## src/logic/raster_pkg.sv

```systemverilog
// Raster package
// Shared sizes, pixel and command types, and FSM states for the scanline display
`default_nettype none

package raster_pkg;

    ////////////////////////////////////////////////////////////////////////////
    // Sizes
    ////////////////////////////////////////////////////////////////////////////
    localparam int line_pixels     = 64;
    localparam int pixel_bits      = 16;
    localparam int word_bits       = 32;
    // clk cycles per half period of the panel sck
    localparam int spi_half_period = 2;

    typedef logic [pixel_bits-1:0]          pixel_t;
    typedef logic [$clog2(line_pixels)-1:0] xpos_t;
    typedef logic [word_bits-1:0]           cmd_word_t;

    ////////////////////////////////////////////////////////////////////////////
    // Command word
    ////////////////////////////////////////////////////////////////////////////
    typedef enum logic [3:0] {
        op_nop   = 4'd0,
        op_fill  = 4'd1,
        op_flush = 4'd2
    } opcode_e;

    // Bit layout of a host word
    typedef struct packed {
        opcode_e opcode;
        xpos_t   x_start;
        xpos_t   run_minus_one;
        pixel_t  color;
    } fill_cmd_t;

    typedef struct packed {
        logic   en;
        xpos_t  addr;
        pixel_t data;
    } pixel_wr_t;

    ////////////////////////////////////////////////////////////////////////////
    // FSM states
    ////////////////////////////////////////////////////////////////////////////
    typedef enum logic [1:0] {
        fill_idle,
        fill_run,
        fill_flush_wait
    } fill_state_e;

    typedef enum logic [1:0] {
        stream_idle,
        stream_load,
        stream_shift
    } stream_state_e;

endpackage

`default_nettype wire

```

## src/logic/display_spi.sv

```systemverilog
// Display streamer
// Reads the line buffer and shifts the pixels out to the SPI panel, MSB first
`default_nettype none

module display_spi
(
    input  wire                    clk,
    input  wire                    rst_n,
    input  wire                    start,
    output raster_pkg::xpos_t      rd_addr,
    input  wire raster_pkg::pixel_t rd_data,
    output logic                   mosi,
    output logic                   sck,
    output logic                   cs_n,
    output logic                   done
);
    import raster_pkg::*;

    stream_state_e state;
    xpos_t         pix_idx;
    pixel_t        shreg;

    logic [$clog2(pixel_bits)-1:0]      bit_cnt;
    logic [$clog2(spi_half_period)-1:0] half_cnt;

    logic half_end;
    logic fall;
    logic pixel_end;
    logic last_pixel;

    assign half_end   = (half_cnt == spi_half_period - 1);
    assign fall       = (state == stream_shift) && half_end && sck;
    assign pixel_end  = fall && (bit_cnt == pixel_bits - 1);
    // pix_idx points one ahead, so it has wrapped to 0 during pixel 63
    assign last_pixel = (pix_idx == '0);

    // Idle leaves the address at 0, so pixel 0 is already on rd_data in load
    assign rd_addr = pix_idx;
    assign mosi    = shreg[pixel_bits-1];

    ////////////////////////////////////////////////////////////////////////////
    // Stream FSM and sck divider
    ////////////////////////////////////////////////////////////////////////////
    always_ff @(posedge clk or negedge rst_n)
    begin
        if (!rst_n)
        begin
            state    <= stream_idle;
            pix_idx  <= '0;
            bit_cnt  <= '0;
            half_cnt <= '0;
            sck      <= 1'b0;
            cs_n     <= 1'b1;
            done     <= 1'b0;
        end
        else
        begin
            done <= 1'b0;
            case (state)
                stream_idle:
                begin
                    // Close the frame one cycle after the last falling edge
                    if (!cs_n)
                    begin
                        cs_n <= 1'b1;
                        done <= 1'b1;
                    end
                    else if (start)
                        state <= stream_load;
                end
                stream_load:
                begin
                    cs_n     <= 1'b0;
                    pix_idx  <= pix_idx + 1'b1;
                    bit_cnt  <= '0;
                    half_cnt <= '0;
                    sck      <= 1'b0;
                    state    <= stream_shift;
                end
                stream_shift:
                begin
                    half_cnt <= half_end ? '0 : half_cnt + 1'b1;
                    if (half_end)
                        sck <= ~sck;
                    if (fall)
                        bit_cnt <= bit_cnt + 1'b1;
                    if (pixel_end)
                    begin
                        if (last_pixel)
                            state <= stream_idle;
                        else
                            pix_idx <= pix_idx + 1'b1;
                    end
                end
                default: state <= stream_idle;
            endcase
        end
    end

    // Data changes on the falling phase, next pixel prefetched during last bit
    always_ff @(posedge clk)
    begin
        if (state == stream_load || (pixel_end && !last_pixel))
            shreg <= rd_data;
        else if (fall)
            shreg <= {shreg[pixel_bits-2:0], 1'b0};
    end

endmodule

`default_nettype wire

```

## src/logic/display_top.sv

```systemverilog
// Scanline display top
// Host serial receiver, span fill engine, line buffer and panel streamer with bypass
`default_nettype none

module display_top
(
    input  wire  clk,
    input  wire  rst_n,

    // Host serial link
    input  wire  serial_mosi,
    input  wire  serial_sck,
    input  wire  serial_cs,
    output logic serial_cts,
    input  wire  serial_tft_mux,

    // Panel
    output logic display_mosi,
    output logic display_sck,
    output logic display_cs,
    output logic display_dc,
    output logic display_reset,
    input  wire  tft_cs,
    input  wire  tft_dc
);
    import raster_pkg::*;

    logic      core_rst_n;
    logic      bypass;
    cmd_word_t word;
    logic      word_valid;
    pixel_wr_t wr;
    logic      start;
    logic      done;
    logic      busy;
    xpos_t     rd_addr;
    pixel_t    rd_data;
    logic      spi_mosi;
    logic      spi_sck;
    logic      spi_cs_n;

    ////////////////////////////////////////////////////////////////////////////
    // Reset and bypass registers
    ////////////////////////////////////////////////////////////////////////////
    always_ff @(posedge clk or negedge rst_n)
    begin
        if (!rst_n)
            core_rst_n <= 1'b0;
        else
            core_rst_n <= 1'b1;
    end

    always_ff @(posedge clk or negedge core_rst_n)
    begin
        if (!core_rst_n)
            bypass <= 1'b0;
        else
            bypass <= serial_tft_mux;
    end

    // Host drives the panel directly while bypassed
    assign display_mosi  = bypass ? serial_mosi : spi_mosi;
    assign display_sck   = bypass ? serial_sck  : spi_sck;
    assign display_cs    = bypass ? tft_cs      : spi_cs_n;
    assign display_dc    = bypass ? tft_dc      : 1'b1;
    assign display_reset = core_rst_n;
    assign serial_cts    = ~busy;

    ////////////////////////////////////////////////////////////////////////////
    // Instances
    ////////////////////////////////////////////////////////////////////////////
    serial_rx u_serial_rx (
        .clk        (clk),
        .rst_n      (core_rst_n),
        .sck        (serial_sck),
        .cs         (serial_cs),
        .mosi       (serial_mosi),
        .word       (word),
        .word_valid (word_valid)
    );

    span_fill u_span_fill (
        .clk        (clk),
        .rst_n      (core_rst_n),
        .word       (word),
        .word_valid (word_valid),
        .bypass     (bypass),
        .done       (done),
        .wr         (wr),
        .start      (start),
        .busy       (busy)
    );

    line_buffer u_line_buffer (
        .clk     (clk),
        .wr      (wr),
        .rd_addr (rd_addr),
        .rd_data (rd_data)
    );

    display_spi u_display_spi (
        .clk     (clk),
        .rst_n   (core_rst_n),
        .start   (start),
        .rd_addr (rd_addr),
        .rd_data (rd_data),
        .mosi    (spi_mosi),
        .sck     (spi_sck),
        .cs_n    (spi_cs_n),
        .done    (done)
    );

endmodule

`default_nettype wire

```

## src/logic/line_buffer.sv

```systemverilog
// Line buffer
// One scanline of RGB565 pixels, single write port and registered read port
`default_nettype none

module line_buffer
(
    input  wire                        clk,
    input  wire raster_pkg::pixel_wr_t wr,
    input  wire raster_pkg::xpos_t     rd_addr,
    output raster_pkg::pixel_t         rd_data
);
    import raster_pkg::*;

    pixel_t mem [line_pixels];

    always_ff @(posedge clk)
    begin
        if (wr.en)
            mem[wr.addr] <= wr.data;
    end

    // Read data arrives one cycle after the address
    always_ff @(posedge clk)
    begin
        rd_data <= mem[rd_addr];
    end

endmodule

`default_nettype wire

```

## src/logic/serial_rx.sv

```systemverilog
// Serial word receiver
// SPI slave: synchronizes sck, cs and mosi and builds 32-bit command words
`default_nettype none

module serial_rx
(
    input  wire                   clk,
    input  wire                   rst_n,
    input  wire                   sck,
    input  wire                   cs,
    input  wire                   mosi,
    output raster_pkg::cmd_word_t word,
    output logic                  word_valid
);
    import raster_pkg::*;

    logic [1:0] sck_sync;
    logic [1:0] cs_sync;
    logic [1:0] mosi_sync;
    logic       sck_prev;
    logic       cs_prev;
    logic       sck_rise;
    logic       cs_rise;

    logic [$clog2(word_bits)-1:0] bit_cnt;
    cmd_word_t                    shift_q;

    ////////////////////////////////////////////////////////////////////////////
    // Synchronizers and edge detect
    ////////////////////////////////////////////////////////////////////////////
    always_ff @(posedge clk or negedge rst_n)
    begin
        if (!rst_n)
        begin
            sck_sync  <= '0;
            cs_sync   <= '1;
            mosi_sync <= '0;
            sck_prev  <= 1'b0;
            cs_prev   <= 1'b1;
        end
        else
        begin
            sck_sync  <= {sck_sync[0], sck};
            cs_sync   <= {cs_sync[0], cs};
            mosi_sync <= {mosi_sync[0], mosi};
            sck_prev  <= sck_sync[1];
            cs_prev   <= cs_sync[1];
        end
    end

    // Only clock edges inside an active frame count
    assign sck_rise = sck_sync[1] & ~sck_prev & ~cs_sync[1];
    assign cs_rise  = cs_sync[1] & ~cs_prev;

    ////////////////////////////////////////////////////////////////////////////
    // Bit counter and word strobe
    ////////////////////////////////////////////////////////////////////////////
    always_ff @(posedge clk or negedge rst_n)
    begin
        if (!rst_n)
        begin
            bit_cnt    <= '0;
            word_valid <= 1'b0;
        end
        else
        begin
            word_valid <= 1'b0;
            if (cs_rise)
                // Drop a partial word
                bit_cnt <= '0;
            else if (sck_rise)
            begin
                bit_cnt    <= bit_cnt + 1'b1;
                word_valid <= (bit_cnt == word_bits - 1);
            end
        end
    end

    // MSB first
    always_ff @(posedge clk)
    begin
        if (sck_rise)
            shift_q <= {shift_q[word_bits-2:0], mosi_sync[1]};
    end

    assign word = shift_q;

endmodule

`default_nettype wire

```

## src/logic/span_fill.sv

```systemverilog
// Span fill engine
// Decodes host words, paints pixel runs into the line buffer and starts flushes
`default_nettype none

module span_fill
(
    input  wire                   clk,
    input  wire                   rst_n,
    input  wire raster_pkg::cmd_word_t word,
    input  wire                   word_valid,
    input  wire                   bypass,
    input  wire                   done,
    output raster_pkg::pixel_wr_t wr,
    output logic                  start,
    output logic                  busy
);
    import raster_pkg::*;

    fill_state_e state;
    fill_cmd_t   cmd;
    xpos_t       addr_q;
    xpos_t       remain_q;
    pixel_t      color_q;
    logic        started;
    logic        run_end;

    assign cmd = fill_cmd_t'(word);

    // Stop after the run or at the right edge, whichever comes first
    assign run_end = (remain_q == '0) || (addr_q == xpos_t'(line_pixels - 1));

    ////////////////////////////////////////////////////////////////////////////
    // Fill FSM
    ////////////////////////////////////////////////////////////////////////////
    always_ff @(posedge clk or negedge rst_n)
    begin
        if (!rst_n)
        begin
            state   <= fill_idle;
            start   <= 1'b0;
            started <= 1'b0;
        end
        else
        begin
            start <= 1'b0;
            case (state)
                fill_idle:
                begin
                    if (word_valid)
                    begin
                        case (cmd.opcode)
                            op_fill:  state <= fill_run;
                            op_flush:
                            begin
                                state   <= fill_flush_wait;
                                started <= 1'b0;
                            end
                            op_nop:   state <= fill_idle;
                            default:  state <= fill_idle;
                        endcase
                    end
                end
                fill_run:
                begin
                    if (run_end)
                        state <= fill_idle;
                end
                fill_flush_wait:
                begin
                    // Panel pins belong to the host while bypassed
                    if (!started)
                    begin
                        if (!bypass)
                        begin
                            start   <= 1'b1;
                            started <= 1'b1;
                        end
                    end
                    else if (done)
                        state <= fill_idle;
                end
                default: state <= fill_idle;
            endcase
        end
    end

    // Span registers, loaded when a fill is accepted
    always_ff @(posedge clk)
    begin
        if (state == fill_idle && word_valid)
        begin
            addr_q   <= cmd.x_start;
            remain_q <= cmd.run_minus_one;
            color_q  <= cmd.color;
        end
        else if (state == fill_run)
        begin
            addr_q   <= addr_q + 1'b1;
            remain_q <= remain_q - 1'b1;
        end
    end

    assign wr.en   = (state == fill_run);
    assign wr.addr = addr_q;
    assign wr.data = color_q;

    assign busy = (state != fill_idle);

endmodule

`default_nettype wire
```

## config.mk

```make
export PLATFORM = sky130hd
export DESIGN_NAME = display_top
export DESIGN_NICKNAME = d
export VERILOG_FILES = /design/src/logic/raster_pkg.sv /design/src/logic/display_spi.sv /design/src/logic/display_top.sv /design/src/logic/line_buffer.sv /design/src/logic/serial_rx.sv /design/src/logic/span_fill.sv
export SDC_FILE = /design/constraint.sdc
export NUM_CORES = 1
export LEC_CHECK = 0
export ABC_AREA = 0
export BUFFER_PORTS_ARGS = -buffer_cell sky130_fd_sc_hd__buf_4
export CAP_MARGIN = 20
export CORE_MARGIN = 2
export CORE_UTILIZATION = 55
export DETAILED_ROUTE_END_ITERATION = 6
export PLACE_DENSITY = 0.7
export SLEW_MARGIN = 5
export SYNTH_ARGS = -nofsm -noshare
export SYNTH_HDL_FRONTEND = slang
export SYNTH_SLANG_ARGS = --single-unit
```

## constraint.sdc

```tcl
create_clock -name clk -period 1.2 [get_ports clk]
set_input_delay 0.06 -clock clk [delete_from_list [all_inputs] [get_ports clk]]
set_output_delay 0.06 -clock clk [all_outputs]
set_load 0.02 [all_outputs]
```

# == Yosys cells after proc, flatten, opt, wreduce, memory -nomap -nowiden ==
# Memories as Yosys holds them, arrays and structs flattened. A register that Yosys moved wholly into a read port is not among the register bits.
# Index checks and enable logic that the tools add are counted.
# word_totals
reg_bits,112
ram_bits,1024
input_bits,8
output_inout_bits,6
word_cells,131
mem_count,1
# mem_list
memory,depth,width,rd,rd_ports_with_merged_regs,wr,line,text
u_line_buffer.mem,64,16,1,1,1,line_buffer.sv:14,pixel_t mem [line_pixels];
# op_classes
add_sub_neg,6
eq_ne,21
mux,46
n_bitwise,8
reduce_logical,25
# op_table
operator,n
6-bit two-way mux,6
16-bit two-way mux,2
1-bit two-way mux,18
2-bit two-way mux,8
2-bit by 1-bit != test with 1-bit output (second input constant),8
2-bit nonzero test,7
6-bit by 1-bit adder with 6-bit output (second input constant),2
6-bit logical NOT,2
2-bit one-hot mux with 3 select lines,2
6-bit one-hot mux with 2 select lines,1
5-bit two-way mux,2
2-bit != test (second input constant),4
1-bit one-hot mux with 2 select lines,4
4-bit one-hot mux with 2 select lines,1
4-bit AND reduction,2
6-bit equality test (second input constant),1
3-bit AND reduction,2
6-bit by 1-bit subtractor with 6-bit output (second input constant),1
5-bit by 1-bit adder with 5-bit output (second input constant),1
5-bit equality test (second input constant),1
1-bit logical AND,5
1-bit inverter,5
4-bit by 1-bit adder with 4-bit output (second input constant),1
2-bit by 1-bit equality test with 1-bit output (second input constant),2
other kinds (12),18

# == Depth between registers and ports, before layout ==
# depth
word_depth,7
depth_mapped,11
mapped_depth_nobuf,7

# == Cells and area by module ==
# Synthesis repeated with hierarchy kept, for this count alone.
# hier_totals
cells_unflattened,2124
area_unflattened_um2,44571.5
# by_module_without_submodules
mod,n_inst,cells_each,area_each_um2,seq_area_each_um2
line_buffer,1,1829,40042.2,31069.8
display_spi,1,115,1575.3,882.1
serial_rx,1,69,1483.9,1315.0
span_fill,1,103,1372.6,940.9
display_top,1,8,97.6,50.0

# == Worst setup path after synthesis ==
# Ideal clock, no wire load.
# synth_path
path_kind,flip-flop to flip-flop
startpoint,reg u_serial_rx.cs_sync[1]
endpoint,reg u_serial_rx.bit_cnt[3]
setup_time_ns,0.129
t_arrival_ns,3.717
t_required_ns,1.071
setup_slack_ns,-2.646
path_stages_with_launch,5
n_path_buf,0
synth_period_minus_slack_ns,3.846
cell_sequence,dfstp_2 nor3b_1 nand4_1 nand3_1 o21ai_0
# synth_between
elab_chain_len,3
elab_cells_between_ends,5
cone_classes,1 x mux; 3 x bitwise; 1 x reduce/logical
# synth_rtl
item,line,text
"start, declared",serial_rx.sv:18,logic [1:0] cs_sync;
"start signal, assigned",serial_rx.sv:44,"cs_sync <= {cs_sync[0], cs};"
1-bit inverter,serial_rx.sv:52,assign sck_rise = sck_sync[1] & ~sck_prev & ~cs_sync[1];
1-bit AND,serial_rx.sv:52,
2-bit nonzero test (no source line),n/a,
"end signal, assigned",serial_rx.sv:73,bit_cnt <= bit_cnt + 1'b1;
"end, declared",serial_rx.sv:25,logic [$clog2(word_bits)-1:0] bit_cnt;
# Several ways; a longest one is shown, not always the timed one.
# A chain may end at the register's enable or synchronous reset.

==> results.md <==
* IO Pins at 14
* Part of the power in registers at 55.2%
* Synth Area per Inst at a little over 20 um^2
* Number of flops mapped to enable cells by yosys at between 1k and 1.5k
* Combinational family with the most area after synthesis: multiplexers
* Cell area after synthesis at approximately 0.044 mm^2
* Wirelength, routed at 113,000 um
* Arrival time at the worst endpoint at approximately 3 ns
* Drt via density at 6.26
* Number of buffers created by CTS at 113
* Final slew viol count at 0
* Die X at 287 um
* Share of synthesized cell area in and, or, nand and nor gates at 2.99%
* Kind of path behind the tightest hold check: input port to flop
* Final min period at 2.45 ns
* Detailed-placement wirelength estimate at just under 70,000 um
* Final hold violations at 0
* Fraction of registers with async set/reset at 3.13%
* Worst Path Class, Setup: flop to flop
* Most used DFF post-synth: edfxtp_1
* Share of power burned in the clock network at 44.6%
* Combined area of the multi-input logic cells at approximately 0.011 mm^2
* Fraction of synthesized area in multiplexers at about 14%
* Slew @ Worst Pin at 0.634 ns
* Count of warnings emitted by yosys at 0
* Number of core rows at 103
* Clock tree from TritonCTS: done
* CP Launch Type: flop
* Share of synthesized cell area in full adder, half adder and majority cells at 0.340%
* CORE AREA at between 0.07 and 0.08 mm^2
* Final Cycle Share at 204%
* Avg WL per Cell at 29.9 um
* RSZ-0062 raised after global routing: yes
* Top cells by count, synth: edfxtp_1 (1,100), mux4_2 (199), mux2i_1 (135), nor2_1 (101), nand2_1 (86)
* Net switching component of the power at 15.1 mW
* Power per Cell Area at 1410 mW/mm^2
* Reg area at 0.0343 mm^2
* Cell Chain, Critical Path: buf_12 -> buf_12 -> buf_8 -> buf_6 -> mux4_2 -> a22oi_2 -> a21oi_2 -> or4_1
* Maximum cell stage delay along the critical path at 0.50 ns
* Share of Yosys cell area claimed by the top area cell type at 74.8%
* Area of the die at 0.0826 mm^2
* Sinks on Clock Net at between 1k and 1.5k
* Number of search-and-repair iterations in the first detailed-routing pass at 5
* Result of the run: finished with violations
* Maximum number of pins on one net before global-route repair at 65
* Proportion of total power due to net switching at 19.1%
* Gpl congestion at 0.857
* Dominant delay contributor by cell family on the critical path: buffers and inverters
* Biggest fanout along the worst timing path at 6
* Number of nets in the finished design at 2,660
* Crit path setup slack, layout at -1.25 ns
* Post-route clock skew at 0.0501 ns
* All-layer global routing usage at approximately 28%
* Violations in the final reports: setup timing
* Most numerous cell in the Yosys netlist: edfxtp_1
* Critical path's slowest cell: dfrtp_4
* Compound-gate portion of the synthesized area at 3.08%
* Post-synth net total at 2,168
* CP bufs+invs at 4
* Longest Clk Path Bufs at 3
* Area grow syn2layout at 26.2%
* Kind of capture point of the worst setup path: flop
* H-tree depth at 3
* Antenna violations before repair at 2
* Max-capacitance violation count at 0
* Seq cells post-synth at between 1k and 1.5k
* Clk Tree Root Cell: clkbuf_16
* Worst hold slack at 0.0276 ns
* Global-route wire length before repair at 164,000 um
* Number of violations reported at the end of detailed-routing iteration 0 at 2,726
* Total DRC errors in the routed layout at 0
* Vertical extent of the die at ~290 um
* Share of cells above drive strength 1 at 40.3%
* Remaining global-route overflow at 0
* Max transition margin at 57.6%
* Filler instances at 4,607
* Cell repeated most along the worst path: buf_12
* Number of cells produced by synthesis at 2,148
* Port Buffers at 13
* Initial Util at between 50% and 60%
* Fmax at 408 MHz
* Library cell with the largest summed area after synthesis: edfxtp_1
* Top post-synthesis cells by area: edfxtp_1 (75%), mux4_2 (10%), mux2i_1 (3.1%)
* Via count of the routed design at about 24k
* Maximum vdd drop at 1.31 mV
* Xor/xnor cell area share of the yosys netlist at 0.317%
* Static leakage power at 17.9 nW
* Power consumption at about 80 mW
* Via count of the first global-routing pass at 23.9k
* Required time of the critical path at 1.76 ns
* Ant diodes at 0
* Clk_lat worst skew at 0.69 ns
* Post-CTS clock slew at the launch and capture registers of the worst setup and hold paths at around 0.060 ns
* Post-synthesis cell type count at 59
* Post-synthesis sequential area ratio at roughly 78%
* Finish-stage setup viols at 1,172
* Internal Power at 63.7 mW
* Comb power frac at 0.2%
* Count of nets left with antenna violations after detail routing at 0
sequential cells by signal (all words and copies together) (netlist names), 6 cells and up:
register               flops
u_span_fill.color_q       16
u_span_fill.remain_q       6
u_span_fill.addr_q         6
u_line_buffer.rd_data     16
u_display_spi.rd_addr      6
u_serial_rx.word          32
u_line_buffer.mem       1024
u_display_spi.shreg       16
layout by cell type, fill, tap and decap left out, types with 23 or more instances in the layout:
cell	n
dfrtp_1	26
o221ai_1	28
nor2_4	62
mux2_2	26
clkbuf_1	23
mux4_2	199
mux2i_1	128
nor2_1	33
edfxtp_1	1100
nand2_1	72
buf_6	41
clkbuf_16	115
buf_4	301
clkinv_2	23
buf_12	125
path summary, 6_finish.rpt:
check                      slack [ns]                                  from                                  to  cells past startpoint
setup / recovery                -1.25  u_display_spi.rd_addr[0]$_DFFE_PN0P_    u_line_buffer.rd_data[0]$_DFF_P_                      8
hold / removal                   0.03                             serial_cs    u_serial_rx.cs_sync[0]$_DFF_PN1_                      2
setup reg to reg                -1.25  u_display_spi.rd_addr[0]$_DFFE_PN0P_    u_line_buffer.rd_data[0]$_DFF_P_                      8
hold reg to reg                  0.28               display_reset$_DFF_PN0_  u_serial_rx.bit_cnt[2]$_DFFE_PN0P_                      1
max in group asynchronous        0.65               display_reset$_DFF_PN0_      u_display_spi.cs_n$_DFFE_PN1P_                      1
min in group asynchronous        0.21                                 rst_n             display_reset$_DFF_PN0_                      3
final cells by class:
| class | instances | area share [%] |
|---|---|---|
| repair buffers | 489 | 10.1 |
| clock buffers | 143 | 5.42 |
| well taps | 1050 | 2.36 |
| clock inverters | 69 | 1.20 |
| inverters | 12 | 0.106 |
| flip-flops and latches | 1152 | 61.5 |
| multi-input cells | 872 | 19.4 |
power by group through the flow:
stage,registers (mW),clock network (mW),logic (mW)
after floorplan,44.3,0,0.0527
after global placement,44.3,0,0.151
after detailed placement,44.3,0,0.159
after CTS,43.5,35.4,0.177
after global routing,43.4,37.0,0.196
final,43.5,35.1,0.176
stage by stage:
step           cells  area [um^2]  setup slack [ns]  util (%)  setup TNS (ns)
5_1_grt         3787        55700             -1.30      70.3         -716.00
2_1_floorplan   2148        45400             -1.04         -         -850.14
4_1_cts         3765        55200             -1.23      69.6         -645.34
6_report        3787        55700             -1.25      70.3         -660.32
3_3_place_gp    3493        50200             -1.86      63.3         -639.76
3_5_place_dp    3494        50200             -1.84      63.4         -662.07
metal layers:
layer | up-vias | track usage [%] | wire (um)
met5 | - | 0 | 9
met4 | 2 | 8.59 | 3270
met3 | 181 | 5.38 | 10000
met2 | 1249 | 45.2 | 56500
met1 | 12400 | 38.5 | 43300
li1 | 9859 | - | -
cells by family (layout without fill, tap and decap cells):
kind of cell,after synthesis,in the layout
other,1,1
adder cells (fa/ha/maj),12,12
multiplexers,369,369
flip-flops,1152,1152
AO/OA/AOI/OAI,188,188
buffers and inverters,124,713
XOR/XNOR,16,16
AND/OR/NAND/NOR,286,286
what timing repair did:
action	4_1_cts	5_1_grt
cloned	5	1
endpoints found under the setup margin	1170	1173
hold endpoints to repair	5	0
gates resized for setup	120	78
hold buffers	7	0
setup buffers	49	24
pin swaps	45	34
(Power assumes the default switching activity.)
